File: config.mk
export PLATFORM = sky130hd
export DESIGN_NAME = item_gen
export DESIGN_NICKNAME = d
export VERILOG_FILES = /design/src/hdc_pkg.sv /design/src/item_gen.sv
export SDC_FILE = /design/constraint.sdc
export NUM_CORES = 1
export LEC_CHECK = 0
export ABC_AREA = 1
export BUFFER_PORTS_ARGS = -buffer_cell sky130_fd_sc_hd__buf_2
export CORE_UTILIZATION = 45
export CTS_CLUSTER_SIZE = 20
export DETAILED_ROUTE_END_ITERATION = 16
export GPL_ROUTABILITY_DRIVEN = 0
export MAX_ROUTING_LAYER = met4
export PLACE_DENSITY = 0.71
export SETUP_SLACK_MARGIN = 0.3
export SLEW_MARGIN = 0
export SYNTH_ARGS = -nofsm -noshare
export SYNTH_HDL_FRONTEND = slang
export SYNTH_SLANG_ARGS = --single-unit
File: constraint.sdc
create_clock -name AXIS_ACLK -period 8.5 [get_ports AXIS_ACLK]
set_input_delay 0.425 -clock AXIS_ACLK [delete_from_list [all_inputs] [get_ports AXIS_ACLK]]
set_output_delay 0.425 -clock AXIS_ACLK [all_outputs]
set_load 0.005 [all_outputs]
File: src/hdc_pkg.sv
`default_nettype none

package hdc_pkg;

    // ======================================================================
    // widths
    // ======================================================================

    // one xorshift word per hypervector
    localparam int DIM     = 32;
    localparam int INDEX_W = 8;
    // ones counter per dimension, packets up to 255 beats
    localparam int CNT_W   = 8;

    typedef logic [DIM-1:0]     hv_t;
    typedef logic [INDEX_W-1:0] index_t;

    // ======================================================================
    // register map
    // ======================================================================

    // word offsets, taken from byte address bits [11:2]
    localparam logic [9:0] REG_CTRL  = 10'd0;
    localparam logic [9:0] REG_COUNT = 10'd1;

    localparam logic [1:0] RESP_OKAY = 2'b00;

    // one 32-bit register word, seen as ctrl or as count
    typedef union packed {
        struct packed {
            logic [29:0] rsvd;
            logic        run;
            logic        gen;
        } ctrl;
        struct packed {
            logic [31-INDEX_W:0] rsvd;
            index_t              items;
        } count;
    } csr_word_u;

endpackage

`default_nettype wire

File: src/item_gen.sv
`timescale 1ns/1ps
`default_nettype none

module item_gen #(
    parameter hdc_pkg::hv_t SEED = 32'h2545_f491
) (
    input  logic            AXIS_ACLK,
    input  logic            S_AXI_ARESETN,
    input  logic            gen,
    input  hdc_pkg::index_t item_count,
    output logic            wr_en,
    output hdc_pkg::index_t wr_index,
    output hdc_pkg::hv_t    wr_vec,
    output hdc_pkg::hv_t    tie_vec,
    output logic            gen_done
);
    import hdc_pkg::*;

    hv_t    xs_q;
    hv_t    xs_next;
    index_t cnt_q;
    logic   items_left;

    // xorshift32, shifts 13 / 17 / 5
    function automatic hv_t xorshift(input hv_t x);
        hv_t y;
        y = x ^ (x << 13);
        y = y ^ (y >> 17);
        y = y ^ (y << 5);
        return y;
    endfunction

    assign xs_next    = xorshift(xs_q);
    assign items_left = (cnt_q != item_count);

    // item k gets output k+1 after the seed
    assign wr_en    = gen && items_left;
    assign wr_index = cnt_q;
    assign wr_vec   = xs_next;

    // state reseeds whenever gen is low
    always_ff @(posedge AXIS_ACLK) begin
        if (!S_AXI_ARESETN || !gen) begin
            xs_q     <= SEED;
            cnt_q    <= '0;
            gen_done <= 1'b0;
        end else if (items_left) begin
            xs_q  <= xs_next;
            cnt_q <= cnt_q + 1'b1;
        end else begin
            // one pulse, then wait for gen to drop
            gen_done <= !gen_done;
        end
    end

    // one more draw after the last item is the tie vector
    always_ff @(posedge AXIS_ACLK) begin
        if (gen && !items_left && !gen_done) begin
            tie_vec <= xs_next;
        end
    end

    assert property (@(posedge AXIS_ACLK) disable iff (!S_AXI_ARESETN)
        gen_done |=> !gen_done);

endmodule

`default_nettype wire

Yosys cells after proc, flatten, opt, wreduce, memory -nomap -nowiden
Cells that the tools add are included. Widths: inputs -> output; s select.

Bits in registers: 73. Input port bits: 11. Output and inout port bits: 74. Logic and storage cells: 17.

$add $sub $neg: 1. Equality and inequality tests: 1. Bitwise operators: 3. Reductions and logical operators: 8.

Operators with widths (number): $xor 32x32->32 (2); $xor 32x15->32 (1); $add 8x1->8 const B (1); $ne 8x8->1 (1); $logic_not 1->1 (4); $logic_and 1x1->1 (3); $logic_or 1x1->1 (1).

Logic depth before layout (Yosys ltp)
Depth in word-level cells: 4. Gate-level depth with buffers: 10. Depth with buffers taken out: 10.

Worst setup path after synthesis
OpenSTA, ideal clock, no wires.

Path type: flip-flop to flip-flop. Start point: register cnt_q[2] (netlist: wr_index[2]). End point: register tie_vec[0] (enable). Setup time: 0.421 ns. Data arrival time: 2.430 ns. Data required time: 8.079 ns. Setup slack: 5.649 ns. Cell stages (with the launch flop): 8. Buffers on the path: 2. Period minus slack after synthesis: 2.851 ns. Cells stage by stage: dfxtp_1 -> buf_6 -> xnor2_1 -> nand2_1 -> nor2_4 -> buf_6 -> nand3_2 -> nor2_1.

Cells in the longest elaborated chain, start to end: 4.

RTL lines: start: declaration (line item_gen.sv:21) `index_t cnt_q;`; start signal: assignment (line item_gen.sv:49) `cnt_q <= cnt_q + 1'b1;`; $ne 8x8->1 (line item_gen.sv:34) `assign items_left = (cnt_q != item_count);`; $logic_not 1->1 (line item_gen.sv:58) `if (gen && !items_left && !gen_done) begin`; $logic_and 1x1->1 (2 in a row) (line item_gen.sv:58); end signal: assignment (line item_gen.sv:59) `tie_vec <= xs_next;`; end: declaration (line item_gen.sv:14) `output hdc_pkg::hv_t tie_vec,`.

Every way passes these cells. A chain may end at the register's enable or synchronous reset.

Final worst setup path
Start point: register cnt_q[2] (netlist: wr_index[2]). End point: register tie_vec[5] (enable).

The elaborated chain is that of the path after synthesis.

==> flow_metrics.env <==
export IMPL_status="completed"
export IMPL_cp_arrival_ns=2.28
export IMPL_drc=0
export IMPL_drtPass1Iterations=4
export IMPL_synth_top_area_share_pct=24.6
export IMPL_use_met2_pct=35.3
export IMPL_first_global_vias=3164
export IMPL_cts_root_buf="clkbuf_8"
export IMPL_postSynthAreaPerCell_um2=7.30
export IMPL_grt_overflow=0
export IMPL_ant_nets=0
export IMPL_setup_ws_ns=6.21
export IMPL_period_share_pct=27.0
export IMPL_hold_path_class="reg2reg"
export IMPL_timing_fmax_mhz=436
export IMPL_syn_inst=535
export IMPL_postCtsSetupBuffers=0
export IMPL_cts_max_level=3
export IMPL_ioPinCount=85
export IMPL_fin_skew_ns=0.00782
export IMPL_stdcell_count=727
export IMPL_maxCapViolCount=0
export IMPL_die_y_um=95.2
export IMPL_busiest_layer="met2"
export IMPL_syn2layout_area_growth_pct=16.0
export IMPL_synth_seq_cells=73
export IMPL_start_util_pct=47.1
export IMPL_vdd_drop_max_uv=101
export IMPL_syn_num_nets=547
export IMPL_clockBufferDepth=2
export IMPL_portBuffers=84
export IMPL_yosysTopAreaCell="edfxtp_1"
export IMPL_netlist_top_cells_area="edfxtp_1 (25%), nand2_1 (23%), dfxtp_1 (21%)"
export IMPL_initialDrtViolationCount=152
export IMPL_synth_edf_count=32
export IMPL_crit_fanout=32
export IMPL_clkTransAtPathRegs_ns=0.07
export IMPL_hold_viol=0
export IMPL_worstSetupStartpointType="register"
export IMPL_synthArstFlopShare_pct=0
export IMPL_clock_sinks=73
export IMPL_vias_per_cell=4.88
export IMPL_setup_tns_ns=0
export IMPL_clk_insertion_delay_late_ns=0.34
export IMPL_wire_per_inst_um=12.2
export IMPL_dp_cells=711
export IMPL_use_met1_pct=25.1
export IMPL_postCtsHoldBufs=0
export IMPL_gr_usage_all_layers_pct=21.5
export IMPL_row_count=33
export IMPL_postLayoutCoreUtil_pct=54.6
export IMPL_coreArea_um2=8300
export IMPL_routed_wl_mm=8.87
export IMPL_required_ns=8.49
export IMPL_syn_area_um2=3910
export IMPL_grt_max_degree=36
export IMPL_grtUsageMet3_pct=5.18
export IMPL_drive_gt1_share_pct=18.8
export IMPL_rsz0062_at_grt="false"
export IMPL_cts_tree="built"
export IMPL_vias=3549
export IMPL_ys_warn_count=0
export IMPL_setup_viol=0
export IMPL_crit_path_end_kind="register"
export IMPL_static_leakage_power_nw=2.23
export IMPL_ctsResizeCount=0
export IMPL_synth_cell_type_count=27
export IMPL_grt_pass1_wl_mm=14.5
export IMPL_dieWidth_um=95.2
export IMPL_yosysSeqAreaShare_pct=45.6
export IMPL_hold_depth=2
export IMPL_antenna_found_initial=0
export IMPL_post_place_ws_ns=6.11
export IMPL_power_density_nw_per_um2=301
export IMPL_synth_ff_type="dfxtp_1"
export IMPL_critical_path_class="reg2reg"
export IMPL_tightest_slew_ns=1.07
export IMPL_min_period_ns=2.29
export IMPL_slew_headroom_pct=28.4
export IMPL_antenna_cells=0
export IMPL_nNetsFinal=629
export IMPL_die_area_um2=9060
export IMPL_hpwl_mm=6.44
export IMPL_cts_buffers_inserted=9
export IMPL_r2r_cells=6
export IMPL_maxSlewViolCount=0
cells in the final DEF, fill, tap and decap left out, drive strengths merged, types with 5 or more instances in the layout:
cell      n
nand2   240
buf      85
nand3    53
nor2     53
inv      49
dfxtp    41
edfxtp   32
xor2     17
xnor2    16
clkbuf   12
a21oi     7
clkinv    7
nand3b    5
logic make-up after synthesis:
kind of cell	after synthesis	share of synthesized area, %
simple gates	353	37.6
buf+inv	67	8.04
compound gates	8	1.02
flops	73	45.6
xor+xnor	33	7.40
fa+ha+maj	1	0.320
metal layers:
metal | wire (µm) | vias up
met5 | 0 | -
met4 | 123 | 0
met3 | 580 | 11
met2 | 4400 | 95
met1 | 3770 | 1620
li1 | - | 1823
where the power goes:
part	switching [mW]	total (mW)	internal [mW]
clock	0.123	0.258	0.134
combinational	0.390	0.627	0.237
sequential	0.0409	0.482	0.442
total	0.555	1.37	0.812
worst paths after layout:
kind               startpoint    endpoint  slack, ns
setup / recovery  wr_index[2]  tie_vec[5]       6.21
hold / removal       gen_done    gen_done       0.49
setup reg to reg  wr_index[2]  tie_vec[5]       6.21
hold reg to reg      gen_done    gen_done       0.49
cell usage after synthesis (2+ instances only):
cell,n
nand2_1,237
nand3_1,52
nor2_1,47
dfxtp_1,41
inv_1,41
edfxtp_1,32
xor2_1,17
xnor2_1,16
inv_2,8
a21oi_1,7
buf_6,7
nand3b_1,5
clkbuf_1,4
clkinv_1,3
nor2_2,3
buf_4,2
nand2_2,2
nor2_4,2
worst max-delay path, cell delays in order, from the launching register on:
cell and delay, ns:
dfxtp_1 0.49, xnor2_1 0.16, nand2_1 0.13, nor2_4 0.49
nand3_2 0.14, nor2_2 0.11, buf_4 0.38
area by class of cell:
type                       count  area [µm²]
fill                         786        3760
clock inverter                 4        43.8
clock buffer                  12         135
inverter                      53         200
multi-input combinational    395        1810
timing repair buffer          85         428
tap                          105         131
sequential                    73        1780
stage by stage:
stage | power [mW] | hold slack (ns) | instance area [µm²]
finish | 1.37 | 0.488 | 4530
global route | 1.49 | 0.519 | 4530
CTS | 1.37 | 0.496 | 4530
detailed placement | 1.12 | 0.485 | 4360
global placement | 1.10 | 0.470 | 4360
floorplan | 0.888 | 0.451 | 3910
state kept, by name (all words and copies together), names as in the netlist:
register / count
tie_vec: 32
xs_q: 32
wr_index: 8
gen_done: 1
No activity file was read; power rests on OpenSTA's default activity.
