[src/hdc_pkg.sv]
`default_nettype none

package hdc_pkg;

    // ======================================================================
    // widths
    // ======================================================================

    // one xorshift word per hypervector
    localparam int DIM     = 32;
    localparam int INDEX_W = 8;
    // ones counter per dimension, packets up to 255 beats
    localparam int CNT_W   = 8;

    typedef logic [DIM-1:0]     hv_t;
    typedef logic [INDEX_W-1:0] index_t;

    // ======================================================================
    // register map
    // ======================================================================

    // word offsets, taken from byte address bits [11:2]
    localparam logic [9:0] REG_CTRL  = 10'd0;
    localparam logic [9:0] REG_COUNT = 10'd1;

    localparam logic [1:0] RESP_OKAY = 2'b00;

    // one 32-bit register word, seen as ctrl or as count
    typedef union packed {
        struct packed {
            logic [29:0] rsvd;
            logic        run;
            logic        gen;
        } ctrl;
        struct packed {
            logic [31-INDEX_W:0] rsvd;
            index_t              items;
        } count;
    } csr_word_u;

endpackage

`default_nettype wire

[src/majority_out.sv]
`timescale 1ns/1ps
`default_nettype none

module majority_out #(
    parameter int NUM_CORES = 4
) (
    input  logic                                             AXIS_ACLK,
    input  logic                                             S_AXI_ARESETN,
    input  logic [NUM_CORES*hdc_pkg::DIM*hdc_pkg::CNT_W-1:0] counts,
    input  logic [hdc_pkg::CNT_W-1:0]                        sample_num,
    input  logic                                             done_valid,
    input  hdc_pkg::hv_t                                     tie_vec,
    input  logic                                             M_AXIS_TREADY,
    output logic                                             done_ready,
    output logic [NUM_CORES*hdc_pkg::DIM-1:0]                M_AXIS_TDATA,
    output logic                                             M_AXIS_TVALID
);
    import hdc_pkg::*;

    logic [NUM_CORES*DIM-1:0] maj;

    // ======================================================================
    // majority threshold
    // ======================================================================

    // compare 2*count against sample_num, one extra bit for the doubling
    always_comb begin
        logic [CNT_W:0] twice;
        logic [CNT_W:0] limit;
        limit = {1'b0, sample_num};
        for (int lane = 0; lane < NUM_CORES; lane++) begin
            for (int d = 0; d < DIM; d++) begin
                twice = {counts[(lane*DIM+d)*CNT_W +: CNT_W], 1'b0};
                if (twice > limit) begin
                    maj[lane*DIM+d] = 1'b1;
                end else if (twice < limit) begin
                    maj[lane*DIM+d] = 1'b0;
                end else begin
                    // even count split down the middle
                    maj[lane*DIM+d] = tie_vec[d];
                end
            end
        end
    end

    // ======================================================================
    // one-entry output buffer
    // ======================================================================

    // free when empty or draining this cycle
    assign done_ready = !M_AXIS_TVALID || M_AXIS_TREADY;

    always_ff @(posedge AXIS_ACLK) begin
        if (!S_AXI_ARESETN) begin
            M_AXIS_TVALID <= 1'b0;
        end else if (done_valid && done_ready) begin
            M_AXIS_TVALID <= 1'b1;
        end else if (M_AXIS_TREADY) begin
            M_AXIS_TVALID <= 1'b0;
        end
    end

    always_ff @(posedge AXIS_ACLK) begin
        if (done_valid && done_ready) begin
            M_AXIS_TDATA <= maj;
        end
    end

    // beat holds steady under back-pressure
    assert property (@(posedge AXIS_ACLK) disable iff (!S_AXI_ARESETN)
        M_AXIS_TVALID && !M_AXIS_TREADY |=> M_AXIS_TVALID && $stable(M_AXIS_TDATA));

endmodule

`default_nettype wire

[config.mk]
export PLATFORM = sky130hd
export DESIGN_NAME = majority_out
export DESIGN_NICKNAME = d
export VERILOG_FILES = /design/src/hdc_pkg.sv /design/src/majority_out.sv
export SDC_FILE = /design/constraint.sdc
export NUM_CORES = 1
export LEC_CHECK = 0
export BUFFER_PORTS_ARGS = -buffer_cell sky130_fd_sc_hd__buf_2
export CAP_MARGIN = 20
export CELL_PAD_IN_SITES_DETAIL_PLACEMENT = 1
export CELL_PAD_IN_SITES_GLOBAL_PLACEMENT = 2
export CORE_AREA = 4 4 468 470
export DETAILED_ROUTE_END_ITERATION = 12
export DIE_AREA = 0 0 472 474
export PLACE_DENSITY = 0.5
export SYNTH_ARGS = -nofsm -noshare
export SYNTH_HDL_FRONTEND = slang
export SYNTH_SLANG_ARGS = --single-unit
[constraint.sdc]
create_clock -name AXIS_ACLK -period 5.4 [get_ports AXIS_ACLK]
set_input_delay 0.27 -clock AXIS_ACLK [delete_from_list [all_inputs] [get_ports AXIS_ACLK]]
set_output_delay 0.27 -clock AXIS_ACLK [all_outputs]
set_load 0.02 [all_outputs]
Word level (Yosys, flattened, before mapping)
Index checks and enable logic that the tools add are counted.
Widths: inputs -> output; s select.
{"block": "op_classes", "multipliers": 0, "magnitude_cmp": 256, "reduce_logical": 4, "addsub": 0, "mux": 130, "n_eq_ne": 0, "bitwise": 0, "n_div": 0, "n_shift": 0}
{"cell": "$gt 9x8->1", "count": 128}
{"cell": "$lt 9x8->1", "count": 128}
{"cell": "$mux 1", "count": 130}
{"cell": "$reduce_bool 2->1", "count": 1}
{"cell": "$logic_and 1x1->1", "count": 1}
{"cell": "$logic_not 1->1", "count": 1}
{"cell": "$logic_or 1x1->1", "count": 1}
{"block": "word_totals", "ramBits": 0, "mem_count": 0, "output_inout_bits": 130, "latchBits": 0, "ff_bits": 129, "word_cells": 519, "rom_bits": 0, "in_bits": 1068}

Longest topological paths before layout
{"block": "logic_depth", "word_depth": 4, "depth_mapped": 6, "depth_no_buf": 6}

Least setup slack after synthesis
OpenSTA, ideal clock, no wires.
{"block": "synth_path", "kind": "register to register", "from": "reg M_AXIS_TVALID", "to": "reg M_AXIS_TDATA[0] (netlist bit) (enable)", "path_slack_ns": 1.304, "setup_ns": 0.502, "period_less_slack_ns": 4.096, "path_stages_with_launch": 3, "required_ns": 4.898, "t_arrival_ns": 3.595, "path_cell_list": "dfxtp_1 > nand2b_1 > and2_1"}
{"block": "synth_between", "elab_chain_cells": 3}
{"element": "start: declaration", "line_no": "majority_out.sv:16", "text": "output logic M_AXIS_TVALID"}
{"element": "start signal: assignment", "line_no": "majority_out.sv:55", "text": "M_AXIS_TVALID <= 1'b0;"}
{"element": "start signal: assignment", "line_no": "majority_out.sv:57", "text": "M_AXIS_TVALID <= 1'b1;"}
{"element": "start signal: assignment", "line_no": "majority_out.sv:59", "text": "M_AXIS_TVALID <= 1'b0;"}
{"element": "$logic_not 1->1", "line_no": "majority_out.sv:51", "text": "assign done_ready = !M_AXIS_TVALID || M_AXIS_TREADY;"}
{"element": "$logic_or 1x1->1", "line_no": "majority_out.sv:51"}
{"element": "via done_ready", "line_no": "majority_out.sv:14", "text": "output logic done_ready,"}
{"element": "$logic_and 1x1->1", "line_no": "majority_out.sv:64", "text": "if (done_valid && done_ready) begin"}
{"element": "end signal: assignment", "line_no": "majority_out.sv:65", "text": "M_AXIS_TDATA <= maj;"}
{"element": "end: declaration", "line_no": "majority_out.sv:15", "text": "output logic [NUM_CORES*hdc_pkg::DIM-1:0] M_AXIS_TDATA,"}
The timed path passes the listed nets, and every way through them passes these cells.
A chain may end at the register's enable or synchronous reset.

Worst setup path after layout
{"block": "layout_path", "from": "in sample_num[1] (netlist bit)", "to": "reg M_AXIS_TDATA[56] (netlist bit) (data pin)"}
{"block": "layout_between", "elab_chain_cells": 2}
{"element": "start: declaration", "line_no": "majority_out.sv:10", "text": "input logic [hdc_pkg::CNT_W-1:0] sample_num,"}
{"element": "$lt 9x8->1", "line_no": "majority_out.sv:36", "text": "end else if (twice < limit) begin"}
{"element": "$mux 1", "line_no": "majority_out.sv:36"}
Several ways; a longest one is shown, not always the timed one.

==> summary.txt <==
Critical path
  – Critical path class: input port to flip-flop
  – Worst EP arrival: 2540 ps
  – Crit Path Max Fanout: 55
  – WP data required: 5700 ps
  – Crit start category: input port
  – Crit path capture type: flip-flop

Placement
  – PortBufs: 1197
  – Routability cong.: 0.843
  – DP Area: 34400 um2
  – Post-DP HPWL: 140 mm

Floorplanning
  – Row Count: 170
  – Die area: 224000 um2
  – Die width: 472 um
  – Ports: 1198
  – Core ar.: 214000 um2
  – Height of the die: 474 um
  – Starting density of the core: 0.115

Power
  – Leak: 17.0 nW
  – Power per cell area: 145 nW/um2
  – Maximum vdd drop: 0.286 mV

Timing
  – Final Max Slew Viols: 0
  – Minimum clock period: 2240 ps
  – Final setup fails: 0
  – Final setup TNS: 0 ps
  – Slew headroom: 0.319
  – Final hold vios: 0
  – Fin Clk Skew: 11.1 ps
  – Fmax: 446 MHz
  – Worst-Margin Slew: 1020 ps
  – Part of the cycle the worst path needs: 0.416
  – RSZ-0062 raised after global routing: no

Synth
  – Yosys warnings: 0
  – Top_reg_cell synth: edfxtp_1
  – Post-Syn Instances: 2508
  – Post-synth ARST share: 0
  – Post-synth EDFFs: 128
  – Cell area after synthesis: 24700 um2
  – Sequential share of the synthesized area: 0.157
  – Count of unique library cells instantiated by Yosys: 43
  – Syn avg cell area: 9.83 um2
  – Register bit count reported by yosys: 129
  – Post-Synthesis Net Count: 4472

Run
  – Max-cap violations: 0

Final layout
  – Area grow syn2layout: 43.1%
  – Post-route cell area: 35300 um2
  – Final core utilization: 0.165
  – NumNets Final: 5700
  – Layout cell share with drive strength beyond 1: 0.338

Drt
  – Detail Route Antenna Nets: 0
  – Via/cell ratio: 4.10
  – Routed WL: 166 mm
  – Avg WL per Cell: 25.0 um
  – Starting DRT DRC Count: 864
  – DR DRC count: 0
  – First-pass DRT Iterations: 4
  – DR vias: 27.2k

Global routing
  – GRT Total Usage: 0.143
  – Gr ovfl total: 0
  – Largest net degree at the start of global routing: 99
  – First-pass GRT wire length: 227 mm
  – Initial antenna violation count: 174
  – Via count of the first global-routing pass: 29.3k

Status
  – Outcome: completed

Clock network
  – Htree depth: 4
  – CTS Sinks: 129
  – CTS tree: done
  – Total CTS buffers: 17
  – Clk slew on worst S/H paths: 90 ps
  – CTS max path bufs: 2
  – Clk_lat worst skew: 550 ps
  – Root Driver: clkbuf_16
  – Resize count post-CTS: 0

Min path
  – Min-delay worst type: input port to flip-flop
## where the power goes
group | leakage [nW] | total (mW) | internal, mW | switching, mW
registers | 1.18 | 1.23 | 1.20 | 0.0313
logic | 15.5 | 2.33 | 0.983 | 1.35
clock network | 0.315 | 1.56 | 0.827 | 0.731
## final cells by class
class	instances	area, um2
fillers	25500	179000
clock inverters	15	231
clock buffers	17	425
well taps	2838	3550
diodes	56	140
multi-input cells	2338	20600
repair buffers	1230	6380
inverters	20	118
flip-flops and latches	129	3860
## cells by family after synthesis
group | after synthesis | synth area share
flops | 129 | 0.157
mux | 4 | 0.00162
simple gates | 631 | 0.154
fa+ha+maj | 896 | 0.455
compound gates | 807 | 0.224
buf+inv | 41 | 0.00857
## layer usage
layer / vias to the layer above / track usage / wire length (um)
li1: 13000 / - / -
met1: 12900 / 0.155 / 65000
met2: 910 / 0.261 / 83300
met3: 279 / 0.0572 / 13900
met4: 154 / 0.0314 / 3000
met5: - / 0 / 1010
## state kept, by name, indices dropped and copies added (netlist names)
register	cells
M_AXIS_TDATA	128
M_AXIS_TVALID	1
## metrics by stage
step | power [mW] | hold slack (ps) | setup WS (ps) | std cells
floorplan | 2.45 | 409 | 1300 | 2508
CTS | 5.30 | 0.0918 | 3150 | 6587
global placement | 3.57 | 530 | 2450 | 6546
detailed placement | 3.62 | 538 | 2520 | 6546
finish | 5.12 | 81.7 | 3160 | 6643
global route | 5.57 | 26.5 | 3080 | 6620
## worst max-delay path: stages
cell and delay, ps:
buf_2 120, inv_6 540, buf_4 450, ha_1 230, nand2b_4 60, or4b_1 460, mux2i_1 150, nor2_1 50
## synth_stat cells (52+ instances only)
master | instances | area share
a211oi_1 | 220 | 0.067
a21o_1 | 121 | 0.037
a21oi_1 | 116 | 0.024
and4b_1 | 62 | 0.025
edfxtp_1 | 128 | 0.16
ha_1 | 896 | 0.45
nand4_1 | 98 | 0.025
nand4b_1 | 61 | 0.022
nor2_1 | 173 | 0.026
nor4_1 | 52 | 0.013
o21ai_0 | 118 | 0.024
o21bai_1 | 109 | 0.033
## repair_timing
item / 4_1_cts / 5_1_grt
hold buffers: 9 / 0
buffers inserted: 0 / 0
endpoints found under the hold margin: 8 / 0
## placed cells by master, fill, tap and decap left out, types with 19 or more instances in the layout
| cell type | count |
|---|---|
| and4b_1 | 62 |
| a21oi_1 | 116 |
| ha_1 | 896 |
| a211oi_1 | 220 |
| nand4_1 | 98 |
| o31ai_1 | 44 |
| a21o_1 | 121 |
| edfxtp_1 | 128 |
| nor4_1 | 52 |
| nand4b_1 | 61 |
| buf_2 | 1196 |
| nand3_1 | 47 |
| nor2b_1 | 23 |
| nor2_1 | 173 |
| o21bai_1 | 109 |
| diode_2 | 56 |
| o21ai_0 | 118 |
| nand2_1 | 41 |
| nor3_1 | 19 |
## worst paths after layout
check                              from                        endpoint  slack [ps]  depth (start not counted)
max                       sample_num[1]  M_AXIS_TDATA[56]$_SDFFCE_PN1P_        3160                          8
min                          counts[79]   M_AXIS_TDATA[9]$_SDFFCE_PN1P_          80                          3
max reg2reg  M_AXIS_TVALID$_SDFFE_PN0P_  M_AXIS_TDATA[40]$_SDFFCE_PN1P_        3410                          3
min reg2reg  M_AXIS_TVALID$_SDFFE_PN0P_  M_AXIS_TDATA[29]$_SDFFCE_PN1P_        1000                          2
No activity file was read; power rests on OpenSTA's default activity.
