==> config.mk <==
export PLATFORM = sky130hd
export DESIGN_NAME = bundle_accum
export DESIGN_NICKNAME = d
export VERILOG_FILES = /design/src/hdc_pkg.sv /design/src/bundle_accum.sv
export SDC_FILE = /design/constraint.sdc
export NUM_CORES = 2
export LEC_CHECK = 0
export BUFFER_PORTS_ARGS = -buffer_cell sky130_fd_sc_hd__buf_2
export CAP_MARGIN = 25
export CORE_AREA = 5 5 484 486
export CTS_CLUSTER_SIZE = 20
export DETAILED_ROUTE_END_ITERATION = 8
export DIE_AREA = 0 0 489 491
export PLACE_DENSITY = 0.36
export SYNTH_ARGS = -nofsm -noshare
export SYNTH_HDL_FRONTEND = slang
export SYNTH_SLANG_ARGS = --single-unit
==> constraint.sdc <==
create_clock -name AXIS_ACLK -period 1.5 [get_ports AXIS_ACLK]
set_input_delay 0.15 -clock AXIS_ACLK [delete_from_list [all_inputs] [get_ports AXIS_ACLK]]
set_output_delay 0.15 -clock AXIS_ACLK [all_outputs]
set_load 0.02 [all_outputs]
==> src/hdc_pkg.sv <==
`default_nettype none

package hdc_pkg;

    // ======================================================================
    // widths
    // ======================================================================

    // one xorshift word per hypervector
    localparam int DIM     = 32;
    localparam int INDEX_W = 8;
    // ones counter per dimension, packets up to 255 beats
    localparam int CNT_W   = 8;

    typedef logic [DIM-1:0]     hv_t;
    typedef logic [INDEX_W-1:0] index_t;

    // ======================================================================
    // register map
    // ======================================================================

    // word offsets, taken from byte address bits [11:2]
    localparam logic [9:0] REG_CTRL  = 10'd0;
    localparam logic [9:0] REG_COUNT = 10'd1;

    localparam logic [1:0] RESP_OKAY = 2'b00;

    // one 32-bit register word, seen as ctrl or as count
    typedef union packed {
        struct packed {
            logic [29:0] rsvd;
            logic        run;
            logic        gen;
        } ctrl;
        struct packed {
            logic [31-INDEX_W:0] rsvd;
            index_t              items;
        } count;
    } csr_word_u;

endpackage

`default_nettype wire

==> src/bundle_accum.sv <==
`timescale 1ns/1ps
`default_nettype none

module bundle_accum #(
    parameter int NUM_CORES = 4
) (
    input  logic                                                 AXIS_ACLK,
    input  logic                                                 S_AXI_ARESETN,
    input  logic                                                 run,
    input  logic                                                 gen,
    input  logic [NUM_CORES*hdc_pkg::INDEX_W-1:0]                S_AXIS_TDATA,
    input  logic                                                 S_AXIS_TVALID,
    input  logic                                                 S_AXIS_TLAST,
    input  logic [NUM_CORES*hdc_pkg::DIM-1:0]                    rd_vec,
    input  logic                                                 done_ready,
    output logic                                                 S_AXIS_TREADY,
    output logic [NUM_CORES*hdc_pkg::INDEX_W-1:0]                rd_index,
    output logic [NUM_CORES*hdc_pkg::DIM*hdc_pkg::CNT_W-1:0]     counts,
    output logic [hdc_pkg::CNT_W-1:0]                            sample_num,
    output logic                                                 done_valid
);
    import hdc_pkg::*;

    // counters across all lanes in lane-major order
    localparam int LANE_BITS = NUM_CORES * DIM;

    logic beat_fire;
    logic look_valid;
    logic look_last;

    // ======================================================================
    // input side
    // ======================================================================

    // stall while a finished packet is pending or held
    assign S_AXIS_TREADY = run && !gen && !done_valid && !(look_valid && look_last);
    assign beat_fire     = S_AXIS_TVALID && S_AXIS_TREADY;

    // indices go straight to the memory read ports
    assign rd_index = S_AXIS_TDATA;

    // beat flags ride along with the one-cycle lookup
    always_ff @(posedge AXIS_ACLK) begin
        if (!S_AXI_ARESETN) begin
            look_valid <= 1'b0;
            look_last  <= 1'b0;
        end else begin
            look_valid <= beat_fire;
            look_last  <= beat_fire && S_AXIS_TLAST;
        end
    end

    // ======================================================================
    // ones counting
    // ======================================================================

    always_ff @(posedge AXIS_ACLK) begin
        if (!S_AXI_ARESETN) begin
            counts     <= '0;
            sample_num <= '0;
            done_valid <= 1'b0;
        end else if (done_valid && done_ready) begin
            // start fresh once the packet is handed off
            counts     <= '0;
            sample_num <= '0;
            done_valid <= 1'b0;
        end else if (look_valid) begin
            // bit b of rd_vec feeds counter b
            for (int b = 0; b < LANE_BITS; b++) begin
                counts[b*CNT_W +: CNT_W] <= counts[b*CNT_W +: CNT_W] + CNT_W'(rd_vec[b]);
            end
            sample_num <= sample_num + 1'b1;
            done_valid <= look_last;
        end
    end

    // held packet keeps its counts until it is taken
    assert property (@(posedge AXIS_ACLK) disable iff (!S_AXI_ARESETN)
        done_valid && !done_ready |=> done_valid && $stable(counts) && $stable(sample_num));

endmodule

`default_nettype wire

Yosys cells after proc, flatten, opt, wreduce, memory -nomap -nowiden. Index checks and enable logic that the tools add are counted.

$add $sub $neg: 129. Bitwise logic cells: 1. Reductions and logical operators: 11.

Operator list (number): adder 8 x 1 -> 8 bit (128); adder 8 x 1 -> 8 bit (second input constant) (1); logical AND 1 bit (7); zero test 1 bit (3); OR reduction 2 bit (1); NOT 1 bit (1).

Register bits after elaboration: 1035. Output and inout port bits: 1066.

Logic depth before layout (Yosys ltp).
Depth after elaboration: 6. Mapped depth: 7.

Worst setup path after synthesis. No wires, ideal clock.

Kind: register to register. Start: reg counts[224] (netlist bit). End: reg counts[230] (netlist bit). Arrival time: 1.487 ns. Required time: 1.430 ns. Setup slack: -0.058 ns. Cell stages (with the launch flop): 6. Buffers on the path: 0. Clock period less this slack: 1.558 ns. Cell sequence: dfxtp_1 -> ha_1 -> ha_1 -> nand4_1 -> or3_1 -> a21oi_1.

Longest elaborated chain between the ends: 1.

RTL lines: start: declaration (line bundle_accum.sv:18) `output logic [NUM_CORES*hdc_pkg::DIM*hdc_pkg::CNT_W-1:0] counts,`; start signal: indexed assignment (line bundle_accum.sv:70) `counts[b*CNT_W +: CNT_W] <= counts[b*CNT_W +: CNT_W] + CNT_W'(rd_vec[b]);`; adder 8 x 1 -> 8 bit (line bundle_accum.sv:70).

Every way passes these cells. A chain may end at the register's enable or synchronous reset.

Final worst setup path.
Start: reg look_valid. End: out S_AXIS_TREADY.

Longest elaborated chain between the ends: 3.

RTL lines: start: declaration (line bundle_accum.sv:28) `logic look_valid;`; start signal: assignment (line bundle_accum.sv:48) `look_valid <= beat_fire;`; logical AND 1 bit (line bundle_accum.sv:36) `assign S_AXIS_TREADY = run && !gen && !done_valid && !(look_valid && look_last);`; zero test 1 bit (line bundle_accum.sv:36); logical AND 1 bit (line bundle_accum.sv:36); end: declaration (line bundle_accum.sv:16) `output logic S_AXIS_TREADY,`.

Every way passes these cells.

==> run_results.csv <==
group,metric,value,unit
sta,slew-limit-headroom,0.7582,
worst_setup_path,slowest_stage_cell_on_the_critical_path,"dfxtp_4",
worst_setup_path,startpoint,"look_valid",
sta,final_min_period_over_clock_period,1.225,
synth,postSynthAreaPerCell,9.514,µm²
synth,synth_top_area_cell,"dfxtp_1",
synth,number_of_flops_mapped_to_enable_cells_by_yosys,0,
min_path,hold_path_startpoint,"S_AXIS_TVALID",
job,cap_violations,0,
grt,globalRoute.totalOverflow,0,
place,dpl_cell_area,0.05814,mm²
floorplan,die_x,489,µm
sta,setup-tns-final,-102.37,ns
pwr,power_per_cell_area,935.7,mW/mm²
grt,first_global_vias,41384,
routing,final_routed_drc_violation_total,0,
finish,multiInputGateArea,0.02340,mm²
floorplan,chipHeight,491,µm
pwr,sequentialPowerShare,0.427,
synth,syn-cell-area,0.04521,mm²
clock_network,clkSinkCount,1035,
pwr,pwr-share-clk,0.533,
finish,synthToLayoutAreaGrowth,51.60,%
synth,synth.area.top_cells,"dfxtp_1 (46%), xor2_1 (7.5%), ha_1 (7.2%)",
finish,drive_gt1_frac,0.3756,
pwr,comb_power_share,0.040,
finish,layout.filler_cells,24383,
clock_network,clock_tree.htree_level_count,4,
min_path,hold_path.class,"in -> reg",
finish,num-nets-final,7123,
routing,dr_total_vias,42189,
worst_setup_path,critical_path_required,1.35,ns
sta,max_freq,0.5442,GHz
floorplan,placementRows,176,
place,gp_routability_congestion,0.8113,
worst_setup_path,path_max_fanout,3,
pwr,worst_ir_drop_vdd,0.8287,mV
floorplan,area_of_the_die,0.2401,mm²
routing,drt_iter0_markers,1465,
pwr,total_switching_power,15050,µW
clock_network,clk_transition_reported_paths,0.05,ns
sta,rsz0062_at_grt,"yes",
clock_network,clock_tree.root_cell,"clkbuf_16",
clock_network,number_of_buffers_created_by_cts,139,
floorplan,core_area,0.2292,mm²
place,dp_cells,9209,
grt,number_of_antenna_violations_at_the_first_check_in_global_routing,16,
sta,maxSlewViolCount,0,
worst_setup_path,crit_buf_inv,3,
routing,dr.pass1.iters,4,
routing,totalWireLength,198000,µm
routing,routedWlPerCell,20.14,µm
status,violated_checks,"setup timing",
pwr,power_report.internal_total,49080,µW
floorplan,top_level_ports,1233,
finish,finalInstanceArea,0.06854,mm²
worst_setup_path,worstPathCellList,"buf_12, buf_16, nand2_4, and3_4, buf_6",
sta,period_needed,1.838,ns
worst_setup_path,cpLargestDelayFamily,"buffers and inverters",
sta,clock-skew-final,0.03261,ns
status,result_of_the_run,"finished, violations left",
worst_setup_path,critPathMaxStageDelay,0.35,ns
clock_network,clk-insertion-delay-late,0.77,ns
pwr,switching_share,0.2347,
synth,ys.flop_type,"dfxtp_1",
synth,netlist-cell-type-count,30,
routing,detail_route.vias_per_cell,4.291,
synth,synth.net_count,5179,
finish,finalCoreUtilization,0.2990,
clock_network,cts_tree,"done",
worst_setup_path,worstSetupPathType,"reg -> out",
sta,final_hold_viol_count,0,
worst_setup_path,kind_of_launch_point_of_the_worst_setup_path,"register",
synth,postSynthRegisterBits,1035,
grt,grt_start_max_net_pins,47,
pwr,static-leakage-power,0.02958,µW
finish,instances_no_fill,9831,
clock_network,clock_tree.buffer_depth,3,
synth,synth_top_area_frac,0.4583,
worst_setup_path,worst-endpoint-arrival,1.69,ns
routing,ant_nets,0,
place,post-place-ws,-0.2757,ns
grt,grt_pass1_wl,285100,µm
sta,worst_slack,-0.3375,ns
floorplan,effective_utilization_at_floorplan,0.1972,
synth,ys_async_sr_fraction,0,
worst_setup_path,worstReg2RegStart,"look_valid",
finish,seq_area,0.02150,mm²
synth,synth.yosys.warnings,0,
synth,synthesis.instances,4752,
place,dp.final_hpwl,156000,µm
worst_setup_path,critical_path_capture_point_type,"primary output",
grt,grt_use_total,0.1573,
place,port_buffers,1168,
sta,slew_worst_pin,0.3620,ns
sta,setup_viol,1149,
synth,ys_seq_area_frac,0.4583,
## area by class of cell
| cell class | instances | area share |
|---|---|---|
| Timing Repair Buffer | 2021 | 0.2208 |
| Tap cell | 3026 | 0.05524 |
| Multi-Input combinational cell | 3498 | 0.3414 |
| Inverter | 1 | 0.00005476 |
| Clock inverter | 28 | 0.006188 |
| Antenna cell | 6 | 0.0002191 |
| Clock buffer | 216 | 0.06238 |
| Sequential cell | 1035 | 0.3137 |
## worst paths after layout
kind,endpoint,slack [ns],cells after the start
worst max-delay path,S_AXIS_TREADY,-0.34,5
worst min-delay path,look_last,0.22,3
worst max register to register,counts[119],-0.30,6
worst min register to register,counts[599],0.48,2
## timing repair
item / CTS / global route
gates cloned: 2 / 5
resized for setup: 856 / 29
hold buffers: 134 / 0
endpoints found under the setup margin: 1533 / 1698
setup buffers: 216 / 30
pin swaps: 1 / 25
endpoints found under the hold margin: 510 / 0
## power by group through the flow
stage | registers [µW] | logic [µW] | clock network (µW)
finish | 27400 | 2580 | 34200
global route | 27300 | 2820 | 36700
CTS | 27300 | 2590 | 35700
detailed placement | 28300 | 2210 | 0
global placement | 28300 | 2200 | 0
floorplan | 28400 | 1120 | 0
## worst register-to-register path: stages (launching register included)
cell and delay [ns]:
dfxtp_4 0.35, buf_4 0.18, buf_12 0.22, buf_12 0.24, nand4_2 0.10, or4_1 0.51, a21oi_1 0.15
## synth_stat cells (2+ instances only)
| cell type | count |
|---|---|
| a21oi_1 | 389 |
| and3_1 | 2 |
| buf_1 | 2 |
| buf_12 | 9 |
| buf_2 | 78 |
| buf_4 | 62 |
| buf_6 | 3 |
| clkbuf_1 | 63 |
| dfxtp_1 | 1035 |
| ha_1 | 260 |
| mux2i_1 | 256 |
| nand2_1 | 408 |
| nand2b_1 | 2 |
| nand3_1 | 2 |
| nand4_1 | 281 |
| nand4_2 | 8 |
| nand4_4 | 80 |
| nor2_1 | 644 |
| o21ai_0 | 369 |
| o31ai_1 | 19 |
| or3_1 | 369 |
| or4_1 | 18 |
| xnor2_1 | 2 |
| xor2_1 | 385 |
## routing by layer
metal  global-route usage  up-vias  part of all wire
li1                     -    20792                 -
met1               0.1763    20101              0.40
met2               0.2693     1047              0.48
met3              0.06504      243             0.095
met4              0.05175        6             0.032
met5                    0        -           0.00018
## registers in the layout, summed over array words and instances, names as in the netlist
signal	cells
done_valid	1
counts	1024
look_last	1
look_valid	1
sample_num	8
## layout by cell type (no fill, tap or decap), types with 5 or more instances in the layout
cell and instances:
a21oi_1 384, a21oi_2 5, buf_12 70, buf_16 5
buf_2 973, buf_4 621, buf_6 170, buf_8 41
bufinv_16 6, clkbuf_1 33, clkbuf_16 150, clkbuf_8 38
clkinv_2 9, dfxtp_1 756, dfxtp_2 106, dfxtp_4 173
diode_2 6, dlygate4sd3_1 134, ha_1 183, ha_2 77
mux2i_1 256, nand2_1 406, nand4_1 281, nand4_2 8
nand4_4 80, nor2_1 644, o21ai_0 365, o31ai_1 19
or3_1 368, or4_1 18, xor2_1 385
## cells by family after synthesis
kind of cell / Yosys count / synth area share
adders and majority gates: 260 / 0.07195
buffers and inverters: 219 / 0.02947
and+or+nand+nor: 1816 / 0.2212
muxes: 256 / 0.05668
DFF: 1035 / 0.4583
AOI/OAI and AO/OA: 779 / 0.08740
xor gates and xnor gates: 387 / 0.07497
## metrics by stage
| stage | hold slack, ns | total power (µW) |
|---|---|---|
| 2_1_floorplan | 0.2959 | 29480 |
| 3_3_place_gp | 0.3001 | 30460 |
| 3_5_place_dp | 0.3001 | 30480 |
| 4_1_cts | 0.1028 | 65680 |
| 5_1_grt | 0.1507 | 66880 |
| 6_report | 0.2156 | 64130 |
(Power assumes the default switching activity.)
