**config.mk**
```make
export PLATFORM = sky130hd
export DESIGN_NAME = hdc_regs
export DESIGN_NICKNAME = d
export VERILOG_FILES = /design/src/hdc_pkg.sv /design/src/hdc_regs.sv
export SDC_FILE = /design/constraint.sdc
export NUM_CORES = 1
export LEC_CHECK = 0
export ABC_AREA = 1
export BUFFER_PORTS_ARGS = -buffer_cell sky130_fd_sc_hd__buf_2
export CAP_MARGIN = 10
export CORE_MARGIN = 1
export CORE_UTILIZATION = 25
export CTS_CLUSTER_SIZE = 12
export DETAILED_ROUTE_END_ITERATION = 8
export GPL_TIMING_DRIVEN = 0
export RECOVER_POWER = 50
export REMOVE_ABC_BUFFERS = 1
export SKIP_CTS_REPAIR_TIMING = 1
export SLEW_MARGIN = 30
export SYNTH_ARGS = -nofsm -noshare
export SYNTH_HDL_FRONTEND = slang
export SYNTH_SLANG_ARGS = --single-unit
```
**constraint.sdc**
```tcl
create_clock -name AXIS_ACLK -period 2.1 [get_ports AXIS_ACLK]
set_input_delay 0.21 -clock AXIS_ACLK [delete_from_list [all_inputs] [get_ports AXIS_ACLK]]
set_output_delay 0.21 -clock AXIS_ACLK [all_outputs]
set_load 0.01 [all_outputs]
```
**src/hdc_pkg.sv**
```systemverilog
`default_nettype none

package hdc_pkg;

    // ======================================================================
    // widths
    // ======================================================================

    // one xorshift word per hypervector
    localparam int DIM     = 32;
    localparam int INDEX_W = 8;
    // ones counter per dimension, packets up to 255 beats
    localparam int CNT_W   = 8;

    typedef logic [DIM-1:0]     hv_t;
    typedef logic [INDEX_W-1:0] index_t;

    // ======================================================================
    // register map
    // ======================================================================

    // word offsets, taken from byte address bits [11:2]
    localparam logic [9:0] REG_CTRL  = 10'd0;
    localparam logic [9:0] REG_COUNT = 10'd1;

    localparam logic [1:0] RESP_OKAY = 2'b00;

    // one 32-bit register word, seen as ctrl or as count
    typedef union packed {
        struct packed {
            logic [29:0] rsvd;
            logic        run;
            logic        gen;
        } ctrl;
        struct packed {
            logic [31-INDEX_W:0] rsvd;
            index_t              items;
        } count;
    } csr_word_u;

endpackage

`default_nettype wire

```
**src/hdc_regs.sv**
```systemverilog
`timescale 1ns/1ps
`default_nettype none

module hdc_regs (
    input  logic            AXIS_ACLK,
    input  logic            S_AXI_ARESETN,
    input  logic [31:0]     S_AXI_AWADDR,
    input  logic            S_AXI_AWVALID,
    output logic            S_AXI_AWREADY,
    input  logic [31:0]     S_AXI_WDATA,
    input  logic [3:0]      S_AXI_WSTRB,
    input  logic            S_AXI_WVALID,
    output logic            S_AXI_WREADY,
    output logic [1:0]      S_AXI_BRESP,
    output logic            S_AXI_BVALID,
    input  logic            S_AXI_BREADY,
    input  logic [31:0]     S_AXI_ARADDR,
    input  logic            S_AXI_ARVALID,
    output logic            S_AXI_ARREADY,
    output logic [31:0]     S_AXI_RDATA,
    output logic [1:0]      S_AXI_RRESP,
    output logic            S_AXI_RVALID,
    input  logic            S_AXI_RREADY,
    input  logic            gen_done,
    output logic            run,
    output logic            gen,
    output hdc_pkg::index_t item_count
);
    import hdc_pkg::*;

    // bus states
    localparam logic [2:0] ST_IDLE = 3'd0;
    localparam logic [2:0] ST_AW   = 3'd1;
    localparam logic [2:0] ST_W    = 3'd2;
    localparam logic [2:0] ST_AWW  = 3'd3;
    localparam logic [2:0] ST_AR1  = 3'd4;
    localparam logic [2:0] ST_AR2  = 3'd5;

    logic [2:0] state;
    logic [9:0] wr_off;
    logic [9:0] rd_off;
    csr_word_u  wr_word;
    csr_word_u  rd_word;
    logic       wr_fire;

    // ======================================================================
    // AXI-Lite handshake
    // ======================================================================

    // write channels open in idle or while waiting for the other half
    assign S_AXI_AWREADY = (state == ST_IDLE) || (state == ST_W);
    assign S_AXI_WREADY  = (state == ST_IDLE) || (state == ST_AW);
    // writes win in idle so AR is only taken when no write is offered
    assign S_AXI_ARREADY = (state == ST_IDLE) && !S_AXI_AWVALID && !S_AXI_WVALID;
    assign S_AXI_BVALID  = (state == ST_AWW);
    assign S_AXI_RVALID  = (state == ST_AR2);
    assign S_AXI_BRESP   = RESP_OKAY;
    assign S_AXI_RRESP   = RESP_OKAY;

    always_ff @(posedge AXIS_ACLK) begin
        if (!S_AXI_ARESETN) begin
            state <= ST_IDLE;
        end else begin
            case (state)
                ST_IDLE: begin
                    if (S_AXI_AWVALID && S_AXI_WVALID) begin
                        state <= ST_AWW;
                    end else if (S_AXI_AWVALID) begin
                        state <= ST_AW;
                    end else if (S_AXI_WVALID) begin
                        state <= ST_W;
                    end else if (S_AXI_ARVALID) begin
                        state <= ST_AR1;
                    end
                end
                ST_AW: begin
                    if (S_AXI_WVALID) begin
                        state <= ST_AWW;
                    end
                end
                ST_W: begin
                    if (S_AXI_AWVALID) begin
                        state <= ST_AWW;
                    end
                end
                ST_AWW: begin
                    if (S_AXI_BREADY) begin
                        state <= ST_IDLE;
                    end
                end
                // one fetch cycle
                ST_AR1: state <= ST_AR2;
                ST_AR2: begin
                    if (S_AXI_RREADY) begin
                        state <= ST_IDLE;
                    end
                end
                default: state <= ST_IDLE;
            endcase
        end
    end

    // address, data and read word capture
    always_ff @(posedge AXIS_ACLK) begin
        if (S_AXI_AWVALID && S_AXI_AWREADY) begin
            wr_off <= S_AXI_AWADDR[11:2];
        end
        if (S_AXI_WVALID && S_AXI_WREADY) begin
            wr_word <= S_AXI_WDATA;
        end
        if (S_AXI_ARVALID && S_AXI_ARREADY) begin
            rd_off <= S_AXI_ARADDR[11:2];
        end
        if (state == ST_AR1) begin
            S_AXI_RDATA <= rd_word;
        end
    end

    // ======================================================================
    // control registers
    // ======================================================================

    // commit once on the response handshake
    assign wr_fire = (state == ST_AWW) && S_AXI_BREADY;

    always_ff @(posedge AXIS_ACLK) begin
        if (!S_AXI_ARESETN) begin
            run        <= 1'b0;
            gen        <= 1'b0;
            item_count <= '0;
        end else if (wr_fire) begin
            case (wr_off)
                REG_CTRL: begin
                    run <= wr_word.ctrl.run;
                    gen <= wr_word.ctrl.gen;
                end
                REG_COUNT: item_count <= wr_word.count.items;
                default: ;
            endcase
        end else if (gen_done) begin
            // drop back out of gen when the generator finishes
            gen <= 1'b0;
        end
    end

    // read mux where unmapped words give zero
    always_comb begin
        rd_word = '0;
        case (rd_off)
            REG_CTRL: begin
                rd_word.ctrl.run = run;
                rd_word.ctrl.gen = gen;
            end
            REG_COUNT: rd_word.count.items = item_count;
            default: rd_word = '0;
        endcase
    end

    // read data holds while the master stalls
    assert property (@(posedge AXIS_ACLK) disable iff (!S_AXI_ARESETN)
        S_AXI_RVALID && !S_AXI_RREADY |=> S_AXI_RVALID && $stable(S_AXI_RDATA));

endmodule

`default_nettype wire

```
# Word level (Yosys, flattened, before mapping)
# Index checks and enable logic that the tools add are counted.
# Widths: inputs -> output; s select.
[word_totals]
ff_bits = 49
latch_bits = 0
ram_bits = 0
mem_bits_ro = 0
input_bits = 108
n_memories = 0
[classes]
n_addsub = 0
n_mul = 0
div = 0
magnitude_cmp = 0
n_eq_ne = 13
shifts = 0
n_mux = 13
bitwise = 0
n_reduce_logical = 19
[ops]
columns = ["cell", "n"]
rows = [
  ["$mux 3", 8],
  ["$eq 10x1->1 const B", 2],
  ["$logic_not 10->1", 2],
  ["$pmux 3 s6", 1],
  ["$logic_and 1x1->1", 7],
  ["$eq 3x2->1 const B", 2],
  ["$eq 3x3->1 const B", 2],
  ["$ne 2x1->1 const B", 3],
  ["$reduce_and 2->1", 3],
  ["$ne 5x4->1 const B", 1],
  ["$reduce_and 5->1", 1],
  ["$ne 2x2->1 const B", 2],
  ["$pmux 2 s2", 1],
  ["$eq 3x1->1 const B", 1],
  ["$logic_not 3->1", 1],
  ["$mux 1", 3],
  ["$logic_not 1->1", 2],
  ["$logic_or 1x1->1", 2],
  ["$reduce_bool 2->1", 1],
]

# Logic depth before layout (Yosys ltp)
# Gate-level depths: netlist of run 1.
[logic_depth]
ltp_word = 5
ltp_mapped = 9

# Worst setup path after synthesis of run 1
# No wires, ideal clock.
[synth_timing]
kind = "reg2reg"
from = "reg state[0]"
to = "reg rd_off[0] (enable)"
setup_time_ps = 390
arrival_time_ps = 1437
required_ps = 1710
setup_slack_ps = 273
path_stages_with_launch = 5
path_cell_list = "dfxtp_1 buf_6 nor2_4 nand2_2 nor3_1"
[synth_via]
elab_chain_cells = 4
[synth_rtl]
columns = ["element", "line_no", "text"]
rows = [
  ["start: declaration", "hdc_regs.sv:39", "logic [2:0] state;"],
  ["start signal: assignment", "hdc_regs.sv:62", "state <= ST_IDLE;"],
  ["start signal: assignment", "hdc_regs.sv:67", "state <= ST_AWW;"],
  ["start signal: assignment", "hdc_regs.sv:69", "state <= ST_AW;"],
  ["$logic_not 3->1", "hdc_regs.sv:54", "assign S_AXI_ARREADY = (state == ST_IDLE) && !S_AXI_AWVALID && !S_AXI_WVALID;"],
  ["$logic_and 1x1->1 (2 in series)", "hdc_regs.sv:54", ""],
  ["$logic_and 1x1->1", "hdc_regs.sv:111", "if (S_AXI_ARVALID && S_AXI_ARREADY) begin"],
  ["end signal: assignment", "hdc_regs.sv:112", "rd_off <= S_AXI_ARADDR[11:2];"],
  ["end: declaration", "hdc_regs.sv:41", "logic [9:0] rd_off;"],
]
# Every way passes these cells.
# A chain may end at the register's enable or synchronous reset.

# Final worst setup path of run 1
[layout_timing]
from = "reg state[0]"
to = "reg wr_word[4] (netlist name) (enable)"
[layout_via]
elab_chain_cells = 3
[layout_rtl]
columns = ["element", "line_no", "text"]
rows = [
  ["$eq 3x1->1 or $logic_not 3->1 (tied branches)", "hdc_regs.sv:52", "assign S_AXI_WREADY = (state == ST_IDLE) || (state == ST_AW);"],
  ["$logic_or 1x1->1 (*)", "hdc_regs.sv:52", ""],
  ["$logic_and 1x1->1 (*)", "hdc_regs.sv:108", "if (S_AXI_WVALID && S_AXI_WREADY) begin"],
  ["end signal: assignment", "hdc_regs.sv:109", "wr_word <= S_AXI_WDATA;"],
  ["end: declaration", "hdc_regs.sv:42", "csr_word_u wr_word;"],
]
# Mark *: on every way between the ends. The rest lies on a longest branch, timed or not.

==> results.json, run 1 <==
{
  "status": "completed",
  "area_delta_synth_final_pct": 13.9,
  "drt-initial-drc-count": 43,
  "nNetsFinal": 380,
  "grt_pass1_vias": 1267,
  "setup.worst_path.start": "state[0]$_SDFFE_PN0P_",
  "synth_ff_type": "edfxtp_1",
  "r2r-start": "state[0]$_SDFFE_PN0P_",
  "antennaDiodeCount": 0,
  "relSlewSlack_pct": 44.9,
  "cp-start-kind": "register",
  "finalSetupViolations": 0,
  "hold_class": "input port to register",
  "die_w_um": 96.1,
  "stdcell_area_sq_mm": 0.00252,
  "end_kind": "register",
  "synth_common_cells": "nor2_1, edfxtp_1, nand2_1",
  "crit_end": "wr_word[4]$_DFFE_PP_",
  "min_period_ps": 1860,
  "yosysSeqAreaShare_pct": 60.6,
  "required_ps": 2030,
  "place_area_sq_mm": 0.00247,
  "std_cell_rows": 33,
  "drt-pass1-iter-count": 4,
  "p_leak_uw": 0.00110,
  "fmax_mhz": 539,
  "grt_pass1_wl_um": 5930,
  "cap_violations": 0,
  "timing.final.crit_share_pct": 88.4,
  "ir_drop_v": 0.000344,
  "ys_ff_latch": 49,
  "cts_max_path_buffers": 2,
  "async_reset_ff_share_pct": 0,
  "hpwl_um": 3050,
  "grt_start_max_net_pins": 17,
  "drc": 0,
  "synth_area_sq_mm": 0.00221,
  "num_vias": 1426,
  "worstPathMaxFanout": 9,
  "critical_path_arrival_ps": 1790,
  "hold_violations": 0,
  "wl_per_cell_um": 10.3,
  "routed_wl_um": 3900,
  "fin_worst_skew_ps": 6.49,
  "synth.distinct_cells": 23,
  "ant_nets": 0,
  "viasPerCell": 3.77,
  "synth_top_area_share_pct": 48.9,
  "root_buffer": "clkbuf_8",
  "synth_most_common_cell": "nor2_1",
  "cts_inserted_buffers": 5,
  "synth_edf_count": 36,
  "ys_warn_count": 0,
  "gp_congestion": 0.726,
  "grt_setup_unrepaired": "no",
  "antenna_found_initial": 0,
  "avgSynthCellArea_sq_um": 10.4,
  "hold_ws_ps": 82.3,
  "sequentialPowerShare_pct": 55.2,
  "max_slew.worst_pin.slew_ps": 827,
  "overflow": 0,
  "switchingPower_uw": 804,
  "portBuffers": 58,
  "tns_ps": 0,
  "yosys.area.top_type": "edfxtp_1",
  "syn_inst": 213,
  "start_util_pct": 26.4,
  "die-area_sq_mm": 0.00923,
  "grt_usage_pct": 8.74,
  "pwr-share-clk_pct": 22.6,
  "io-pin-count": 159,
  "synth_top_cells_by_area": "edfxtp_1, dfxtp_1, buf_4",
  "htreeDepth": 2,
  "pwr_density_cell_mw_per_mm2": 977,
  "drive_gt1_share_pct": 20.5,
  "post-route-util_pct": 30.0,
  "fp.dieH_um": 96.1,
  "p_sw_share_pct": 32.7,
  "reg2reg_depth": 2,
  "crit_type": "register to register",
  "cts_num_sinks": 49,
  "reg2reg_to": "wr_word[4]$_DFFE_PP_",
  "cts_tree": "yes",
  "core_sq_mm": 0.00838,
  "combPwrFrac_pct": 22.2,
  "maxSlewViolCount": 0,
  "r2r_setup_slack_ps": 240,
  "p_int_uw": 1660,
  "clock_latency_ps": 300,
  "min-delay-start": "S_AXI_WDATA[7]",
  "path_clk_slew_ps": 90
}
worst min-delay path by stage:
| stage | end | slack (ps) | cells after the start |
|---|---|---|---|
| 2_1_floorplan | rd_off[0]$_DFFE_PP_ | 310 | 0 |
| 3_3_place_gp | wr_off[8]$_DFFE_PP_ | 390 | 1 |
| 3_5_place_dp | wr_off[5]$_DFFE_PP_ | 390 | 1 |
| 4_1_cts | wr_word[6]$_DFFE_PP_ | 70 | 1 |
| 5_1_grt | wr_word[7]$_DFFE_PP_ | 50 | 1 |
| 6_report | wr_word[7]$_DFFE_PP_ | 80 | 1 |
area by class of cell:
class | instances | area, sq um
Clock inverter | 3 | 20.0
Sequential cell | 49 | 1340
Clock buffer | 5 | 68.8
Timing Repair Buffer | 58 | 267
Inverter | 21 | 78.8
Multi-Input combinational cell | 137 | 612
Fill cell | 897 | 5860
Tap cell | 105 | 131
cell families after synthesis:
group                  after synthesis  share of synthesized area (%)
AND/OR/NAND/NOR                    100                           21.2
buffers and inverters               54                           16.0
flip-flops                          49                           60.6
AO/OA/AOI/OAI                        9                           2.04
other                                1                          0.170
worst max-delay path, cell delays in order, from the launching register on:
cell and delay, ps:
dfxtp_1 620, nand3_1 190, a21oi_1 680
power by group through the flow:
stage	clock network, uW	logic [uW]	registers [uW]
floorplan	0	363	1370
global placement	0	552	1370
finish	557	547	1360
global route	627	630	1380
CTS	579	571	1360
detailed placement	0	569	1390
sequential cells by signal, summed over array words and instances (netlist names):
signal,cells
item_count,8
rd_off,10
wr_word,8
gen,1
wr_off,10
state,3
run,1
S_AXI_RDATA,8
per-layer routing:
metal	wire length [um]	track usage (%)	vias to the layer above
met4	30	2.61	0
met2	1770	13.6	56
met5	0	0	-
met1	1810	11.4	621
met3	287	3.08	5
li1	-	-	744
metrics by stage:
stage | power (uW) | setup slack (ps) | cells
6_report | 2460 | 244 | 378
5_1_grt | 2640 | 40.9 | 378
4_1_cts | 2510 | 200 | 378
3_5_place_dp | 1950 | 224 | 370
3_3_place_gp | 1930 | -59.9 | 370
2_1_floorplan | 1740 | 262 | 207
layout by cell type (no fill, tap or decap), drive strengths merged:
cell    instances
clkinv          1
a21oi           4
dfxtp          13
nand2          35
nand4           5
clkbuf         24
nor3            6
edfxtp         36
nor2           46
nand3           7
inv            23
conb           28
o21ai           5
or2             1
buf            39
Note: power is estimated with default switching activity, not from simulation.
==> run 2, diff against run 1 <==
--- a/config.mk
+++ b/config.mk
@@ -8,11 +8,13 @@
 export ABC_AREA = 1
 export BUFFER_PORTS_ARGS = -buffer_cell sky130_fd_sc_hd__buf_2
 export CAP_MARGIN = 10
+export CORE_ASPECT_RATIO = 1.2
 export CORE_MARGIN = 1
 export CORE_UTILIZATION = 25
 export CTS_CLUSTER_SIZE = 12
 export DETAILED_ROUTE_END_ITERATION = 8
 export GPL_TIMING_DRIVEN = 0
+export HOLD_SLACK_MARGIN = 0.06
 export RECOVER_POWER = 50
 export REMOVE_ABC_BUFFERS = 1
 export SKIP_CTS_REPAIR_TIMING = 1
==> constraint.sdc (replaced) <==
create_clock -name AXIS_ACLK -period 2 [get_ports AXIS_ACLK]
set_input_delay 0.2 -clock AXIS_ACLK [delete_from_list [all_inputs] [get_ports AXIS_ACLK]]
set_output_delay 0.2 -clock AXIS_ACLK [all_outputs]
set_load 0.01 [all_outputs]
==> run 2 against run 1 <==
Utilization up 1.8 points; first-iteration DRC count up 74%; combinational power up 9.1%; clock power up 22%; fmax up 0.55%; largest cell class unchanged; wire length down 1.1%; clock skew up 1.0 ps; highest routed layer unchanged; count of clock-buffer cells in the layout up 2.
==> results.json, run 2 (synthesis gave the netlist of run 1 again) <==
{
  "status": "completed",
  "crit_type": "register to register",
  "grt_pass1_vias": 1286,
  "start_util_pct": 25.8,
  "worstPathMaxFanout": 9,
  "layout_common_cells": "nor2_1, buf_2, edfxtp_1",
  "drc": 0,
  "area_delta_synth_final_pct": 23.5,
  "grt_usage_pct": 8.50,
  "min_period_ps": 1850,
  "wl_per_cell_um": 9.47,
  "largestRegisters": "rd_off: 10 flops, wr_off: 10 flops",
  "final_common_cell": "nor2_1",
  "hold_ws_ps": 69.2,
  "end_kind": "register",
  "gp_congestion": 0.643,
  "cp-start-kind": "register",
  "required_ps": 1930,
  "pwr_density_cell_mw_per_mm2": 989,
  "dp_slack_ps": 105,
  "cts_num_sinks": 49,
  "die-area_sq_mm": 0.00923,
  "fp.dieH_um": 105,
  "path_clk_slew_ps": 80,
  "routed_wl_um": 3860,
  "viasPerCell": 3.62,
  "die_w_um": 87.9,
  "portBuffers": 58,
  "fmax_mhz": 542,
  "nNetsFinal": 397,
  "finalSetupViolations": 0,
  "hold_depth": 1,
  "fin_worst_skew_ps": 7.49,
  "ir_drop_v": 0.000315,
  "antenna_found_initial": 0,
  "grt_start_max_net_pins": 17,
  "grt_setup_unrepaired": "no",
  "place_area_sq_mm": 0.00249,
  "dp.cells": 382,
  "stdcell_count": 407,
  "stdcell_area_sq_mm": 0.00273,
  "cts_inserted_buffers": 5,
  "maxSlewViolCount": 0,
  "hpwl_um": 2890,
  "drt-initial-drc-count": 75,
  "critical_path_arrival_ps": 1780,
  "std_cell_rows": 37,
  "num_vias": 1474,
  "core_sq_mm": 0.00856,
  "p_leak_uw": 0.00118,
  "max_slew.worst_pin.slew_ps": 828,
  "root_buffer": "clkbuf_8",
  "cts_tree": "yes",
  "antennaDiodeCount": 0,
  "overflow": 0,
  "hold_violations": 0,
  "r2r_setup_slack_ps": 150,
  "cts_max_path_buffers": 2,
  "hold_class": "input port to register",
  "reg2reg_depth": 2,
  "timing.final.crit_share_pct": 92.3,
  "drive_gt1_share_pct": 19.7,
  "relSlewSlack_pct": 44.8,
  "clock_latency_ps": 300,
  "io-pin-count": 159,
  "grt_pass1_wl_um": 5870,
  "ant_nets": 0,
  "cap_violations": 0,
  "post-route-util_pct": 31.9,
  "finalWorstSetupSlack_ps": 155,
  "htreeDepth": 2,
  "drt-pass1-iter-count": 4
}
## run 2: final timing paths
check / from / end
worst min register to register: wr_word[5]$_DFFE_PP_ / item_count[5]$_SDFFE_PN0P_
worst max register to register: state[0]$_SDFFE_PN0P_ / wr_word[3]$_DFFE_PP_
worst min-delay path: S_AXI_AWADDR[7] / wr_off[5]$_DFFE_PP_
worst max-delay path: state[0]$_SDFFE_PN0P_ / wr_word[3]$_DFFE_PP_
## run 2: critical path: stages (launching register included)
cell,delay (ps)
dfxtp_1,610
nand3_1,190
a21oi_1,680
## run 2: where the power goes
| group | internal [uW] | switching (uW) | total (uW) |
|---|---|---|---|
| clock network | 356 | 326 | 682 |
| registers | 1300 | 117 | 1420 |
| logic | 209 | 388 | 597 |
| total | 1870 | 831 | 2700 |
## run 2: layer usage
metal / GRT usage [%] / vias to the layer above / wire length, um / part of all wire [%]
met5: 0 / - / 0 / 0
met4: 3.86 / 0 / 68 / 1.8
met3: 3.79 / 7 / 327 / 8.5
met2: 13.5 / 55 / 1850 / 48
met1: 9.65 / 634 / 1610 / 42
li1: - / 778 / - / -
## run 2: layout make-up
class / instances / area, sq um
Sequential cell: 49 / 1340
Multi-Input combinational cell: 137 / 612
Clock inverter: 1 / 7.51
Tap cell: 117 / 146
Inverter: 21 / 78.8
Timing Repair Buffer: 75 / 438
Clock buffer: 7 / 108
Fill cell: 899 / 5830
## run 2: per-stage QoR
step                setup TNS [ps]  total power [uW]
floorplan                        0              1820
global placement             -1980              2020
detailed placement               0              2050
CTS                              0              2740
global route                     0              2880
finish                           0              2700
